## src/rtl/ooo_issue_pkg.sv

```systemverilog
package ooo_issue_pkg;

    // architectural register file shape
    localparam int REG_ADDR_LEN = 4;  // bits needed to name one of the registers
    localparam int REG_NUM      = 16; // r0 is hardwired to zero in the execute unit
    localparam int DATA_WIDTH   = 16; // integer datapath width

    // issue queue shape
    localparam int NUM_ENTRIES  = 4;  // reservation entries in the queue
    localparam int ENTRY_WIDTH  = 2;  // index and age width, NUM_ENTRIES is 2**ENTRY_WIDTH

    // the multiply occupies execute for this many cycles before write-back
    localparam int MUL_LATENCY  = 3;

    // operation codes carried by every renamed instruction
    typedef enum logic [2:0] {
        ALU_ADD = 3'd0, // dst = inp1 + inp2
        ALU_SUB = 3'd1, // dst = inp1 - inp2
        ALU_AND = 3'd2,
        ALU_OR  = 3'd3,
        ALU_XOR = 3'd4,
        ALU_MUL = 3'd5  // low half of the product, multi-cycle
    } al_func_t;

    // a renamed instruction as it leaves the renamer, 15 bits
    typedef struct packed {
        al_func_t                insn; // operation
        logic [REG_ADDR_LEN-1:0] inp1; // first source register
        logic [REG_ADDR_LEN-1:0] inp2; // second source register
        logic [REG_ADDR_LEN-1:0] dst;  // destination, never equal to a source
    } dispatch_insn_t;

    // one reservation entry inside the issue queue
    typedef struct packed {
        dispatch_insn_t         uop;    // the waiting instruction
        logic                   ready1; // inp1 value is available in the register file
        logic                   ready2; // inp2 value is available in the register file
        logic [ENTRY_WIDTH-1:0] bday;   // age among valid entries, 0 is the oldest
        logic                   valid;  // entry holds an instruction
    } issue_entry_t;

    // write-back record, sent with the wakeup pulse, 20 bits
    typedef struct packed {
        logic [REG_ADDR_LEN-1:0] dst;  // register being written
        logic [DATA_WIDTH-1:0]   data; // value written
    } wb_t;

endpackage

```

## src/rtl/dispatch_unit.sv

```systemverilog
`timescale 1ns/100ps

module dispatch_unit import ooo_issue_pkg::*; (
    input  logic           clk,
    input  logic           reset,
    input  logic           in_valid,  // one-cycle strobe from the renamer
    input  dispatch_insn_t in_insn,   // renamed instruction, valid with in_valid
    output logic           in_ready,  // skid register can take an instruction this cycle
    input  logic           is_full,   // issue queue has no free entry
    output logic           load,      // write the pending instruction into the queue
    output dispatch_insn_t load_insn  // the pending instruction
);

    logic           pending;      // skid register holds an instruction
    dispatch_insn_t pending_insn; // skid register payload
    logic           accept;       // renamer handoff happens at this edge

    // the pending instruction moves on as soon as the queue has room
    assign load      = pending && !is_full;
    assign load_insn = pending_insn;

    // the skid register is free if empty, or if it drains into the queue this cycle
    assign in_ready = !pending || load;
    assign accept   = in_valid && in_ready;

    // pending flag, a refill in the same cycle as a drain keeps it set
    always_ff @(posedge clk) begin
        if (reset) begin
            pending <= 1'b0;
        end else if (accept) begin
            pending <= 1'b1;
        end else if (load) begin
            pending <= 1'b0; // drained and nothing new arrived
        end
    end

    // payload is only captured on a handoff
    always_ff @(posedge clk) begin
        if (accept) begin
            pending_insn <= in_insn;
        end
    end

    // the queue marks dst not ready on load, so a self-dependent instruction
    // would wait forever on its own write-back
    assert property (@(posedge clk) disable iff (reset)
        accept |-> (in_insn.dst != in_insn.inp1) && (in_insn.dst != in_insn.inp2))
        else $error("dispatch: instruction names its destination as a source");

endmodule

```

## src/rtl/issue_queue.sv

```systemverilog
`timescale 1ns/100ps

module issue_queue import ooo_issue_pkg::*; (
    input  logic           clk,
    input  logic           reset,
    input  logic           load,        // dispatch writes load_insn this cycle
    input  dispatch_insn_t load_insn,   // instruction to enter the queue
    input  logic           issue,       // execute can take an instruction next cycle
    input  logic           wakeup,      // write-back pulse from execute
    input  wb_t            wb,          // register written with the wakeup
    output logic           is_full,     // every entry is occupied
    output logic           issue_ready, // issued holds a fresh instruction this cycle
    output dispatch_insn_t issued       // oldest ready instruction picked at the last edge
);

    issue_entry_t       entries [NUM_ENTRIES]; // reservation entries
    logic [REG_NUM-1:0] ready_table;           // one bit per register, set when its value is final

    logic [ENTRY_WIDTH:0]   num_used;    // 0 to NUM_ENTRIES, one bit wider than an index
    logic [NUM_ENTRIES-1:0] ready_flags; // valid entries whose sources are both ready
    logic                   exist_ready; // at least one entry can issue
    logic                   do_issue;    // an entry leaves the queue at this edge
    logic [ENTRY_WIDTH-1:0] min_age;     // age of the selected entry
    logic [ENTRY_WIDTH-1:0] min_idx;     // slot of the selected entry
    logic [ENTRY_WIDTH-1:0] free_idx;    // lowest empty slot, only meaningful when not full
    logic [ENTRY_WIDTH:0]   load_age;    // age of an entry loaded at this edge
    logic                   src1_ready;  // ready bits for the entry being loaded
    logic                   src2_ready;
    logic                   age_clash;   // two valid entries claim the same age

    // occupancy count
    always_comb begin
        num_used = '0;
        for (int i = 0; i < NUM_ENTRIES; i++) begin
            if (entries[i].valid) begin
                num_used = num_used + 1'b1;
            end
        end
    end

    assign is_full = (num_used == NUM_ENTRIES);

    // an entry is a candidate once both of its sources have been woken
    always_comb begin
        for (int i = 0; i < NUM_ENTRIES; i++) begin
            ready_flags[i] = entries[i].valid && entries[i].ready1 && entries[i].ready2;
        end
    end

    assign exist_ready = |ready_flags;
    assign do_issue    = issue && exist_ready;

    // oldest-ready select, ages are unique so two candidates never tie
    always_comb begin
        min_age = '1;
        min_idx = '0;
        for (int i = 0; i < NUM_ENTRIES; i++) begin
            if (ready_flags[i] && (entries[i].bday <= min_age)) begin
                min_age = entries[i].bday;
                min_idx = ENTRY_WIDTH'(i);
            end
        end
    end

    // first free slot, scanned from the top so the lowest index wins
    always_comb begin
        free_idx = '0;
        for (int i = NUM_ENTRIES - 1; i >= 0; i--) begin
            if (!entries[i].valid) begin
                free_idx = ENTRY_WIDTH'(i);
            end
        end
    end

    // the new entry is youngest, one slot younger less if an entry departs alongside it
    assign load_age = num_used - {{ENTRY_WIDTH{1'b0}}, do_issue};

    // source ready bits, with a same-cycle write-back forwarded past the table
    assign src1_ready = ready_table[load_insn.inp1] || (wakeup && (wb.dst == load_insn.inp1));
    assign src2_ready = ready_table[load_insn.inp2] || (wakeup && (wb.dst == load_insn.inp2));

    always_ff @(posedge clk) begin
        if (reset) begin
            for (int i = 0; i < NUM_ENTRIES; i++) begin
                entries[i].valid <= 1'b0;
                entries[i].bday  <= '0;
            end
            ready_table <= '1; // every register starts with a final value
            issue_ready <= 1'b0;
        end else begin
            issue_ready <= do_issue;

            // write-back wakes the table and any waiting consumer
            if (wakeup) begin
                ready_table[wb.dst] <= 1'b1;
                for (int i = 0; i < NUM_ENTRIES; i++) begin
                    if (entries[i].valid && (entries[i].uop.inp1 == wb.dst)) begin
                        entries[i].ready1 <= 1'b1;
                    end
                    if (entries[i].valid && (entries[i].uop.inp2 == wb.dst)) begin
                        entries[i].ready2 <= 1'b1;
                    end
                end
            end

            // the selected entry leaves and everything younger moves one step older
            if (do_issue) begin
                entries[min_idx].valid <= 1'b0;
                for (int i = 0; i < NUM_ENTRIES; i++) begin
                    if (entries[i].valid && (entries[i].bday > min_age)) begin
                        entries[i].bday <= entries[i].bday - 1'b1;
                    end
                end
            end

            // load targets an empty slot, so it never collides with the issue above
            if (load) begin
                entries[free_idx].uop    <= load_insn;
                entries[free_idx].ready1 <= src1_ready;
                entries[free_idx].ready2 <= src2_ready;
                entries[free_idx].bday   <= load_age[ENTRY_WIDTH-1:0];
                entries[free_idx].valid  <= 1'b1;
                // later in the block than the wakeup, so the new producer wins
                if (load_insn.dst != '0) begin
                    ready_table[load_insn.dst] <= 1'b0; // r0 is always ready
                end
            end
        end
    end

    // the instruction handed to execute
    always_ff @(posedge clk) begin
        if (do_issue) begin
            issued <= entries[min_idx].uop;
        end
    end

    // ages must stay a permutation of the occupied positions
    always_comb begin
        age_clash = 1'b0;
        for (int i = 0; i < NUM_ENTRIES; i++) begin
            for (int j = i + 1; j < NUM_ENTRIES; j++) begin
                if (entries[i].valid && entries[j].valid &&
                    (entries[i].bday == entries[j].bday)) begin
                    age_clash = 1'b1;
                end
            end
        end
    end

    assert property (@(posedge clk) disable iff (reset) load |-> !is_full)
        else $error("issue_queue: load while full");

    assert property (@(posedge clk) disable iff (reset) !age_clash)
        else $error("issue_queue: two valid entries share an age");

    // back-to-back issues need execute to have kept issue high through both cycles
    assert property (@(posedge clk) disable iff (reset)
        (issue_ready && $past(issue_ready)) |-> ($past(issue) && $past(issue, 2)))
        else $error("issue_queue: issue_ready repeated without issue");

endmodule

```

## src/rtl/alu_exec.sv

```systemverilog
`timescale 1ns/100ps

module alu_exec import ooo_issue_pkg::*; (
    input  logic           clk,
    input  logic           reset,
    input  logic           issue_ready, // queue hands over an instruction this cycle
    input  dispatch_insn_t issued,      // the instruction to execute
    output logic           issue,       // execute can accept an instruction next cycle
    output logic           wakeup,      // write-back pulse
    output wb_t            wb           // destination and result with the pulse
);

    logic [DATA_WIDTH-1:0]   regs [REG_NUM]; // architectural register file
    logic [DATA_WIDTH-1:0]   src1;           // operand values read at issue
    logic [DATA_WIDTH-1:0]   src2;
    logic [DATA_WIDTH-1:0]   result;         // combinational result of the issued op
    logic                    is_mul;         // issued instruction is a multiply
    logic [1:0]              mul_count;      // cycles left before the multiply writes back
    logic                    mul_busy;
    logic                    mul_done;       // last countdown cycle, write-back at this edge
    logic [DATA_WIDTH-1:0]   mul_prod;       // product held through the countdown
    logic [REG_ADDR_LEN-1:0] mul_dst;

    // operands come straight from the register file, dependents only issue after the write
    assign src1 = regs[issued.inp1];
    assign src2 = regs[issued.inp2];

    always_comb begin
        case (issued.insn)
            ALU_ADD: result = src1 + src2;
            ALU_SUB: result = src1 - src2;
            ALU_AND: result = src1 & src2;
            ALU_OR:  result = src1 | src2;
            ALU_XOR: result = src1 ^ src2;
            ALU_MUL: result = src1 * src2; // low half of the product
            default: result = '0;
        endcase
    end

    assign is_mul   = issue_ready && (issued.insn == ALU_MUL);
    assign mul_busy = (mul_count != '0);
    assign mul_done = (mul_count == 2'd1);

    // no new work while a multiply is entering or in flight, the wakeup cycle is free again
    assign issue = !is_mul && !mul_busy;

    always_ff @(posedge clk) begin
        if (reset) begin
            mul_count <= '0;
            wakeup    <= 1'b0;
        end else begin
            wakeup <= (issue_ready && !is_mul) || mul_done;
            if (is_mul) begin
                mul_count <= 2'(MUL_LATENCY - 1);
            end else if (mul_busy) begin
                mul_count <= mul_count - 1'b1;
            end
        end
    end

    // write-back payload, a logic op and a multiply never finish in the same cycle
    always_ff @(posedge clk) begin
        if (is_mul) begin
            mul_prod <= result;
            mul_dst  <= issued.dst;
        end
        if (issue_ready && !is_mul) begin
            wb <= '{dst: issued.dst, data: result};
        end else if (mul_done) begin
            wb <= '{dst: mul_dst, data: mul_prod};
        end
    end

    // register file, each register starts out holding its own index
    always_ff @(posedge clk) begin
        if (reset) begin
            for (int i = 0; i < REG_NUM; i++) begin
                regs[i] <= DATA_WIDTH'(i);
            end
        end else if (wakeup && (wb.dst != '0)) begin
            regs[wb.dst] <= wb.data; // r0 stays zero
        end
    end

    assert property (@(posedge clk) disable iff (reset) issue_ready |-> !mul_busy)
        else $error("alu_exec: instruction issued while multiply busy");

endmodule

```

## src/rtl/ooo_issue_top.sv

```systemverilog
`timescale 1ns/100ps

module ooo_issue_top import ooo_issue_pkg::*; (
    input  logic           clk,
    input  logic           reset,
    input  logic           in_valid, // renamed instruction strobe
    input  dispatch_insn_t in_insn,
    output logic           in_ready, // dispatch can take in_insn
    output logic           wakeup,   // write-back pulse
    output wb_t            wb        // write-back record
);

    logic           is_full;     // queue to dispatch back-pressure
    logic           load;        // dispatch to queue
    dispatch_insn_t load_insn;
    logic           issue;       // execute asks the queue for work
    logic           issue_ready; // queue hands an instruction to execute
    dispatch_insn_t issued;

    dispatch_unit u_dispatch (
        .clk       (clk),
        .reset     (reset),
        .in_valid  (in_valid),
        .in_insn   (in_insn),
        .in_ready  (in_ready),
        .is_full   (is_full),
        .load      (load),
        .load_insn (load_insn)
    );

    issue_queue u_queue (
        .clk         (clk),
        .reset       (reset),
        .load        (load),
        .load_insn   (load_insn),
        .issue       (issue),
        .wakeup      (wakeup),   // write-back wakes waiting consumers
        .wb          (wb),
        .is_full     (is_full),
        .issue_ready (issue_ready),
        .issued      (issued)
    );

    alu_exec u_exec (
        .clk         (clk),
        .reset       (reset),
        .issue_ready (issue_ready),
        .issued      (issued),
        .issue       (issue),
        .wakeup      (wakeup),
        .wb          (wb)
    );

endmodule

```

## config.mk

```make
export PLATFORM = sky130hd
export DESIGN_NAME = ooo_issue_top
export DESIGN_NICKNAME = d
export VERILOG_FILES = /design/src/rtl/ooo_issue_pkg.sv /design/src/rtl/dispatch_unit.sv /design/src/rtl/issue_queue.sv /design/src/rtl/alu_exec.sv /design/src/rtl/ooo_issue_top.sv
export SDC_FILE = /design/constraint.sdc
export NUM_CORES = 1
export LEC_CHECK = 0
export BUFFER_PORTS_ARGS = -buffer_cell sky130_fd_sc_hd__buf_2
export CORE_ASPECT_RATIO = 0.7
export CORE_UTILIZATION = 35
export DETAILED_ROUTE_END_ITERATION = 10
export SYNTH_ARGS = -nofsm -noshare
export SYNTH_HDL_FRONTEND = slang
export SYNTH_SLANG_ARGS = --single-unit
```

## constraint.sdc

```tcl
create_clock -name clk -period 8.22 [get_ports clk]
set_input_delay 1.233 -clock clk [delete_from_list [all_inputs] [get_ports clk]]
set_output_delay 1.233 -clock clk [all_outputs]
set_load 0.01 [all_outputs]
```

Word-level counts from Yosys, hierarchy flattened
Memory sizes are Yosys's and may differ from the RTL's. A register that Yosys moved wholly into a read port is not among the register bits.
Index checks and enable logic that the tools add are counted.

storage, ports and cells
  bits in registers = 76
  word-level logic and storage cells = 222
  memory bits (writable) = 336
  memories = 2

operators by class
  equal/unequal tests = 17
  add/sub/neg operators = 11
  order comparisons = 14
  muxes and demuxes = 100
  multipliers = 1
  bitwise operators = 10
  reductions and logical operators = 53

memories
  name             depth  bits a word  read ports  clocked after memory_dff  write ports  RTL line           text
  u_exec.regs      16     16           2           0                         16           alu_exec.sv:13     logic [DATA_WIDTH-1:0] regs [REG_NUM];
  u_queue.entries  4      20           5           1                         6            issue_queue.sv:16  issue_entry_t entries [NUM_ENTRIES];

operator list
  kind                   count
  $pmux W16 S6           1
  $mux W16               5
  $mux W1                68
  $eq A4 B4 Y1           10
  $mux W20               2
  $logic_and A1 B1 Y1    35
  $and A16 B16 Y16       2
  $mux W2                16
  $or A16 B16 Y16        2
  $lt A4 B5 Y1 const B   4
  $add A16 B16 Y16       1
  $mul A16 B16 Y16       1
  $not A16 Y16           1
  $reduce_or A16 Y1      1
  $sub A16 B16 Y16       1
  $xor A16 B16 Y16       1
  $sub A2 B1 Y2 const B  5
  $eq A3 B3 Y1 const B   3
  $mux W3                3
  $bmux W1 S4            2
  $demux W1 S4           2
  $ge A4 B1 Y1 const B   2
  $gt A2 B2 Y1           4
  $reduce_bool A2 Y1     4
  other kinds (16)       30

Longest topological paths before layout
Gate-level depths: netlist of run 1.
An unclocked memory read counts as a cell.

  word-level depth = 21
  depth in mapped cells = 32
  gate-level depth less buffers = 28

Cells and area by module
Synthesis of run 1 repeated with hierarchy kept, for this count alone.

unflattened totals
  cell total of the unflattened synthesis = 2206
  area total of the unflattened synthesis = 27277.4 µm²

modules (own cells, without submodules)
  module         cells an instance  instances  seq. area each (µm²)  area an instance (µm²)
  alu_exec       1685               1          8948.6                20901.3
  issue_queue    500                1          3113.0                5878.1
  dispatch_unit  21                 1          470.5                 498.0

Worst setup path before layout of run 1
OpenSTA, ideal clock, no wires.

  path kind = register to register
  start = reg u_queue.issued[4] (netlist name)
  end = reg u_exec.mul_prod[14], data pin
  required time = 7.959 ns
  cell stages (with the launch flop) = 28
  clock period less this slack = 6.864 ns
  data arrival time = 6.603 ns
  library setup time = 0.261 ns
  path slack = 1.356 ns
  path through = edfxtp_1 > buf_4 > buf_8 > buf_8 > buf_6 > mux4_2 > mux2i_1 > nand2_1 > o21ai_1 > buf_1 > inv_1 > ha_1 > fa_1 > inv_1 > fa_1 > fa_1 > fa_1 > inv_1 > fa_1 > inv_1 > fa_1 > inv_1 > ha_1 > nand2_1 > o21ai_0 > a31oi_1 > xnor2_1 > a221o_1

on the way
  word-level cells in the longest chain between the ends = 3
  elaborated cells between the ends (all ways) = 8
  those cells by class = 2 x add/sub; 1 x mul; 1 x mux; 3 x bitwise; 1 x memory

RTL lines
  item                                            RTL line        text
  $mem_v2 Z16 W16 (*)                             n/a
  $mul A16 B16 Y16, or another cell as far along  alu_exec.sv:35  ALU_MUL: result = src1 * src2;
  $pmux W16 S6 (*)                                alu_exec.sv:29  case (issued.insn)
  named net u_exec.result[14]                     alu_exec.sv:16  logic [DATA_WIDTH-1:0] result;
  to (signal assigned)                            alu_exec.sv:64  mul_prod <= result;
  to (decl)                                       alu_exec.sv:21  logic [DATA_WIDTH-1:0] mul_prod;

Mark *: on every way through the listed nets, which the timed path passes. The rest lies on a longest branch.
A chain may end at the register's enable or synchronous reset.

Worst setup path after layout of run 1
  start = reg u_queue.issued[4] (netlist name)
  end = reg u_exec.mul_prod[14], data pin

on the way
  word-level cells in the longest chain between the ends = 3
  elaborated cells between the ends (all ways) = 8
  those cells by class = 2 x add/sub; 1 x mul; 1 x mux; 3 x bitwise; 1 x memory

RTL lines
  item                                            RTL line
  $mem_v2 Z16 W16 (*)                             n/a
  $mul A16 B16 Y16, or another cell as far along  alu_exec.sv:35
  $pmux W16 S6 (*)                                alu_exec.sv:29
  named net u_exec.result[14]                     alu_exec.sv:16

Marked as above.

==> results.cfg, run 1 <==
[global_routing]
grt_pass1_wl_um = 126000
grt_max_degree = 42
grt_overflow = 0
global_route_usage_over_all_layers = 0.215
antenna_found_initial = 3
grt_pass1_vias = 18900

[cts]
cts_root_buffer = sky130_fd_sc_hd__clkbuf_16
cts.reportedPaths.clkPinSlew_ns = 0.07
cts_repair_resize_count = 0
ctsHtreeMaxLevel = 2
cts.path.max_buffers = 3
clk_latency_ns = 0.63
cts_setup_buffers = 0
tritoncts = built
cts-buffers-inserted = 45
clock_sinks = 427
postCtsHoldBufs = 0

[cells_and_area]
finalNetCount = 2498
syn_to_final_growth_pct = 12.4
postLayoutCoreUtil = 0.399
layoutNonFillerInstCount = 3361
diodes = 0
layout-drive-gt1-share = 0.181
number_of_fill_cells = 7318

[hold_path]
timing.hold.worst_endpoint = u_exec.mul_dst[2]
hold_path_depth = 0
timing.hold.worst.class = reg -> reg
hold_path_startpoint = u_queue.issued[2]

[worst_setup_path]
reg2reg_from = u_queue.issued[4]
crit_type = reg -> reg
first_element_of_the_critical_path = u_queue.issued[4]
rr_endpoint = u_exec.mul_prod[14]
crit_path_max_fanout = 7
end_kind = flip-flop
reg2reg_slack_ns = 0.74
required_ns = 8.70
worst_setup_start_kind = flip-flop
ff2ff_path_depth = 21
worstPathArrival_ns = 7.96

[floorplan]
initial_utilization = 0.355
die_area_mm2 = 0.0794
placementRows = 85
core_outline_area_mm2 = 0.0772
num_io_pins = 40
die-width_um = 336
die_height_um = 236

[sta]
tightest_slew_ns = 1.30
fin_setup_tns_ns = 0
grt_setup_unrepaired = no
timing.max_slew.rel_slack = 0.134
final.period_utilization = 0.910
timing.final.crit_period_ns = 7.48
setup_clock_skew_after_layout_ns = 0.0373
whs_ns = 0.455
achievable-frequency_ghz = 0.134
setup_viol = 0
final_hold_viol_count = 0
slew_viol_final = 0

[synthesis]
synthMostInstantiatedCell = sky130_fd_sc_hd__edfxtp_1
yosysSeqAreaShare = 0.457
syn-mean-instance-area_um2 = 12.3
synth-edff-count = 398
synth_top_area_frac = 0.436
post_synthesis_instance_total = 2222
synthesis.area_mm2 = 0.0274
flops_latches_synth = 427
synth.largest_area_cell = sky130_fd_sc_hd__edfxtp_1
synth_ff_type = sky130_fd_sc_hd__edfxtp_1
ys_async_rst_share = 0
synth.top_cells.by_count = sky130_fd_sc_hd__edfxtp_1 (398), sky130_fd_sc_hd__and2_1 (244), sky130_fd_sc_hd__inv_1 (173)
synthTopCellsByArea = sky130_fd_sc_hd__edfxtp_1 (44%), sky130_fd_sc_hd__mux4_2 (11%), sky130_fd_sc_hd__fa_1 (5.9%)
ys.warnings.count = 0
ys_types = 79

[routing]
ant_nets = 0
vias = 18800
wire_per_inst_um = 25.3
dr_pass1_iterations = 5
drcViolationCount = 0
route.final.wire_length_um = 85000
drt-vias-per-instance = 5.59
drt_iter0_drc = 2286

[placed_design]
port_buffers = 39
gp_congestion = 0.952
dp_hpwl_um = 60800
dp_cells = 3280

[job]
drv_cap = 0

[power_and_ir_drop]
vdd_drop_max_v = 0.000391
fin_total_pwr_uw = 8110
leakage_power_uw = 0.0118
power.density_cell_area_mw_per_mm2 = 263

[outcome]
outcome = completed
power by group:
part | internal [µW] | total, µW | switching (µW) | leakage [µW]
clock network | 1240 | 2170 | 929 | 0.000735
logic | 1390 | 3420 | 2030 | 0.00694
registers | 2450 | 2510 | 64.8 | 0.00416
total | 5080 | 8110 | 3030 | 0.0118
layout make-up:
class	instances	area [µm²]	share of cell area
repair buffers	140	1040	0.0338
multi-input cells	1487	13700	0.444
well taps	1044	1310	0.0424
inverters	182	687	0.0223
flip-flops and latches	427	12500	0.407
clock buffers	53	1160	0.0375
clock inverters	28	385	0.0125
cell usage in the layout, fill, tap and decap left out, types with 8 or more instances in the layout:
cell type	instances
sky130_fd_sc_hd__a21oi_1	44
sky130_fd_sc_hd__a22oi_1	41
sky130_fd_sc_hd__a31oi_1	8
sky130_fd_sc_hd__and2_1	244
sky130_fd_sc_hd__and3_1	31
sky130_fd_sc_hd__buf_2	39
sky130_fd_sc_hd__buf_4	94
sky130_fd_sc_hd__clkbuf_1	8
sky130_fd_sc_hd__clkbuf_16	45
sky130_fd_sc_hd__clkinv_1	8
sky130_fd_sc_hd__conb_1	16
sky130_fd_sc_hd__dfxtp_1	29
sky130_fd_sc_hd__edfxtp_1	398
sky130_fd_sc_hd__fa_1	81
sky130_fd_sc_hd__ha_1	116
sky130_fd_sc_hd__inv_1	173
sky130_fd_sc_hd__mux2_2	21
sky130_fd_sc_hd__mux2i_1	28
sky130_fd_sc_hd__mux4_1	12
sky130_fd_sc_hd__mux4_2	133
sky130_fd_sc_hd__nand2_1	158
sky130_fd_sc_hd__nand2b_1	20
sky130_fd_sc_hd__nand3_1	21
sky130_fd_sc_hd__nand4_1	8
sky130_fd_sc_hd__nor2_1	124
sky130_fd_sc_hd__nor2b_1	16
sky130_fd_sc_hd__nor3_1	15
sky130_fd_sc_hd__o211ai_1	11
sky130_fd_sc_hd__o21ai_0	48
sky130_fd_sc_hd__o21ai_2	15
sky130_fd_sc_hd__o22ai_1	11
sky130_fd_sc_hd__o32a_1	12
sky130_fd_sc_hd__or3_1	34
sky130_fd_sc_hd__xnor2_1	70
sky130_fd_sc_hd__xor2_1	38
metal layers:
metal  routed length (µm)  part of all wire  global-route usage  vias up
met5                    0                 0                   0        -
met4                 1050             0.012              0.0363        0
met3                 8270             0.097              0.0499       82
met2                36600              0.43               0.317      881
met1                39100              0.46               0.324     9707
li1                     -                 -                   -     8115
stage by stage:
step,setup slack (ns),area [µm²]
2_1_floorplan,1.36,27500
3_3_place_gp,0.851,29200
3_5_place_dp,0.786,29200
4_1_cts,0.757,30800
5_1_grt,0.449,30800
6_report,0.736,30800
worst max-delay path, cell delays in order (launching register included):
cell                       delay [ns]
sky130_fd_sc_hd__edfxtp_1        0.60
sky130_fd_sc_hd__mux4_2          0.59
sky130_fd_sc_hd__mux2_2          0.30
sky130_fd_sc_hd__o21ai_1         0.49
sky130_fd_sc_hd__inv_1           0.22
sky130_fd_sc_hd__ha_1            0.36
sky130_fd_sc_hd__fa_1            0.54
sky130_fd_sc_hd__inv_1           0.05
sky130_fd_sc_hd__fa_1            0.42
sky130_fd_sc_hd__fa_1            0.53
sky130_fd_sc_hd__fa_1            0.54
sky130_fd_sc_hd__inv_1           0.05
sky130_fd_sc_hd__fa_1            0.48
sky130_fd_sc_hd__inv_1           0.05
sky130_fd_sc_hd__fa_1            0.47
sky130_fd_sc_hd__inv_1           0.04
sky130_fd_sc_hd__ha_1            0.35
sky130_fd_sc_hd__nand2_1         0.07
sky130_fd_sc_hd__o21ai_0         0.26
sky130_fd_sc_hd__a31oi_1         0.15
sky130_fd_sc_hd__xnor2_1         0.54
sky130_fd_sc_hd__a221o_1         0.25
how the worst max path moves through the flow:
stage | end | slack, ns
2_1_floorplan | u_exec.mul_prod[14] | 1.36
3_3_place_gp | u_exec.mul_prod[14] | 0.85
3_5_place_dp | u_exec.mul_prod[14] | 0.79
4_1_cts | u_exec.mul_prod[14] | 0.76
5_1_grt | u_exec.mul_prod[14] | 0.45
6_report | u_exec.mul_prod[14] | 0.74
logic make-up after synthesis:
family | share of synthesized area
and+or+nand+nor | 0.133
muxes | 0.141
buffers and inverters | 0.0501
xor gates and xnor gates | 0.0365
DFF | 0.457
AOI/OAI and AO/OA | 0.0690
other | 0.000137
adders and majority gates | 0.112
registers in the layout, summed over array words and instances (netlist names):
name	cells
u_exec.mul_count	2
u_queue.ready_table	16
u_queue.issued	15
u_exec.mul_prod	16
u_dispatch.load_insn	15
u_exec.wakeup	1
u_exec.mul_dst	4
u_exec.regs	256
u_exec.wb	20
u_queue.entries	80
u_queue.issue_ready	1
u_dispatch.pending	1
Note: power is estimated with default switching activity, not from simulation.
==> inputs of run 2 (changes only) <==
--- a/config.mk
+++ b/config.mk
@@ -5,6 +5,7 @@
 export SDC_FILE = /design/constraint.sdc
 export NUM_CORES = 1
 export LEC_CHECK = 0
+export ABC_AREA = 1
 export BUFFER_PORTS_ARGS = -buffer_cell sky130_fd_sc_hd__buf_2
 export CORE_ASPECT_RATIO = 0.7
 export CORE_UTILIZATION = 35
==> run 2 against run 1 <==
- fmax increased by 1.1%
- sequential power is 2% lower
- worst hold slack got worse by 0.0061 ns
- clock power fell by 3%
- combinational power down 51%
- clock skew is 0.019 ns lower
- critical path depth is 12 higher
- synthesized cell count rose by 52%
- die area is 3.0% higher
- count of clock-buffer cells in the layout is 4 lower
- largest cell class unchanged
- largest power group is now registers
==> results.cfg, run 2 <==
[floorplan]
die_area_mm2 = 0.0818
num_io_pins = 40
core_outline_area_mm2 = 0.0793
initial_utilization = 0.356
die-width_um = 341
placementRows = 86
die_height_um = 240

[cells_and_area]
number_of_fill_cells = 8025
finalNetCount = 3538
largest_reg_flops = 256
layout-drive-gt1-share = 0.0587
top_register = u_exec.regs
diodes = 0
layout_top_registers = u_exec.regs: 256 flops, u_queue.entries: 80 flops, u_exec.wb: 20 flops
syn_to_final_growth_pct = 8.90
layout_commonest_cell = sky130_fd_sc_hd__nand2_1
layoutNonFillerInstCount = 4413
most_frequent_cells_in_the_layout = sky130_fd_sc_hd__nand2_1 (635), sky130_fd_sc_hd__inv_1 (526), sky130_fd_sc_hd__edfxtp_1 (398)

[outcome]
outcome = completed

[synthesis]
synthesis.area_mm2 = 0.0282
synth_ff_type = sky130_fd_sc_hd__edfxtp_1
flops_latches_synth = 427
ys_async_rst_share = 0
ys.warnings.count = 0
synthTopCellsByArea = sky130_fd_sc_hd__edfxtp_1 (42%), sky130_fd_sc_hd__nand2_1 (8.4%), sky130_fd_sc_hd__inv_1 (7.0%)
synth.largest_area_cell = sky130_fd_sc_hd__edfxtp_1
post_synthesis_instance_total = 3370
synth.top_cells.by_count = sky130_fd_sc_hd__nand2_1 (635), sky130_fd_sc_hd__inv_1 (526), sky130_fd_sc_hd__edfxtp_1 (398)
synth-edff-count = 398
ys_types = 57
synth_top_area_frac = 0.423
yosysSeqAreaShare = 0.444
syn-mean-instance-area_um2 = 8.38
synthMostInstantiatedCell = sky130_fd_sc_hd__nand2_1

[global_routing]
antenna_found_initial = 0
grt_pass1_wl_um = 136000
global_route_usage_over_all_layers = 0.218
grt_max_degree = 225
grt_overflow = 0
grt_pass1_vias = 22100

[cts]
cts.path.max_buffers = 3
cts_repair_resize_count = 0
cts_root_buffer = sky130_fd_sc_hd__clkbuf_16
cts_setup_buffers = 0
cts-buffers-inserted = 43
tritoncts = built
clk_latency_ns = 0.61
ctsHtreeMaxLevel = 2
clock_sinks = 427
cts.reportedPaths.clkPinSlew_ns = 0.07
postCtsHoldBufs = 0

[routing]
vias = 23400
ant_nets = 0
route.final.wire_length_um = 89400
drt-vias-per-instance = 5.31
wire_per_inst_um = 20.3
drt_iter0_drc = 3107
drcViolationCount = 0
dr_pass1_iterations = 7

[placed_design]
dp_cells = 4334
dp_hpwl_um = 59400
gp_congestion = 0.924
dp_worst_setup_slack_ns = 0.891
port_buffers = 39

[sta]
setup_clock_skew_after_layout_ns = 0.0184
timing.max_slew.rel_slack = 0.231
setup_viol = 0
tightest_slew_ns = 1.15
grt_setup_unrepaired = no
slew_viol_final = 0
final_hold_viol_count = 0
timing.final.crit_period_ns = 7.40
final.period_utilization = 0.901
fin_setup_tns_ns = 0
achievable-frequency_ghz = 0.135
worst_setup_slack_after_layout_ns = 0.817

[power_and_ir_drop]
clockPowerShare = 0.338
fin_total_pwr_uw = 6250
switching_share = 0.327
leakage_power_uw = 0.0134
power.density_cell_area_mw_per_mm2 = 203
vdd_drop_max_v = 0.000221
pwr-share-seq = 0.395
internal-power_uw = 4200
power.share.combinational = 0.266
p_sw_uw = 2040

[worst_setup_path]
required_ns = 8.57
end_kind = flip-flop
timing.critical_path.mode_cell = sky130_fd_sc_hd__nand2_1
timing.critical_path.slowest_cell_delay_ns = 0.61
reg2reg_from = u_queue.issued[8]
crit_path_max_fanout = 224
reg2reg_slack_ns = 0.82
worst_setup_start_kind = flip-flop
first_element_of_the_critical_path = u_queue.issued[8]
worstPathArrival_ns = 7.76
crit_type = reg -> reg
cp_slowest_cell = sky130_fd_sc_hd__buf_12
ff2ff_path_depth = 33
setup.worst_path.end = u_exec.wb[14]
rr_endpoint = u_exec.wb[14]

[job]
drv_cap = 0

[hold_path]
hold_path_depth = 0
timing.hold.worst.class = reg -> reg
==> run 2: cell count changes after synthesis, sizes merged, moves of 31 or more <==
cell,previous run,this run
o211ai,11,106
and3,31,0
a22oi,41,0
nand3,21,293
buf,50,89
nor2,130,394
inv,180,531
or3,34,2
xnor2,72,19
o21ai,65,209
mux4,145,0
nand2,159,646
and2,244,2
a21oi,44,163
==> run 2: final cells by class <==
cell class	instances	area (µm²)	area share
Timing Repair Buffer	86	598	0.0195
Clock inverter	30	328	0.0107
Multi-Input combinational cell	2230	12800	0.417
Tap cell	1056	1320	0.0430
Inverter	535	2010	0.0653
Clock buffer	49	1120	0.0364
Sequential cell	427	12500	0.408
==> run 2: power groups by stage <==
| stage | registers (µW) | clock network, µW | logic, µW |
|---|---|---|---|
| 6_report | 2470 | 2110 | 1660 |
| 5_1_grt | 2480 | 2220 | 1900 |
| 4_1_cts | 2470 | 2140 | 1640 |
| 3_5_place_dp | 2520 | 0 | 1630 |
| 3_3_place_gp | 2510 | 0 | 1610 |
| 2_1_floorplan | 2500 | 0 | 1230 |
==> run 2: layer usage <==
metal,GRT usage,up-vias,part of all wire
li1,-,11000,-
met1,0.325,11100,0.46
met2,0.321,1145,0.42
met3,0.0326,126,0.093
met4,0.0652,0,0.026
met5,0,-,0
==> run 2: worst min-delay path by stage <==
| stage | slack (ns) | from | to |
|---|---|---|---|
| global route | 0.48 | u_queue.issued[2] | u_exec.mul_dst[2] |
| floorplan | 0.43 | u_queue.issued[0] | u_exec.mul_dst[0] |
| global placement | 0.43 | u_queue.issued[0] | u_exec.mul_dst[0] |
| CTS | 0.45 | u_queue.issued[0] | u_exec.mul_dst[0] |
| detailed placement | 0.43 | u_queue.issued[0] | u_exec.mul_dst[0] |
| finish | 0.45 | u_queue.issued[0] | u_exec.mul_dst[0] |
==> run 2: cell families (layout without fill, tap and decap cells) <==
kind of cell	Yosys count	in the layout	share of synthesized area
muxes	1	1	0.000355
adders and majority gates	197	197	0.109
DFF	427	427	0.444
xor gates and xnor gates	52	52	0.0161
and+or+nand+nor	1399	1399	0.208
AOI/OAI and AO/OA	565	565	0.118
buffers and inverters	728	700	0.104
other	1	16	0.000133
==> run 2: stage by stage <==
stage                      util  hold WS, ns  area (µm²)
after floorplan               -        0.427       28300
after global placement    0.369        0.431       29300
after detailed placement  0.369        0.432       29300
after CTS                 0.388        0.448       30700
after global routing      0.388        0.481       30700
final                     0.388        0.449       30700
==> run 2: worst max-delay path, delay by kind of cell, from the launching register on <==
| family | cells | cell delay [ns] |
|---|---|---|
| AOI/OAI and AO/OA | 9 | 1.36 |
| DFF | 1 | 0.39 |
| and+or+nand+nor | 11 | 1.37 |
| buffers and inverters | 6 | 0.86 |
| adders and majority gates | 7 | 2.99 |
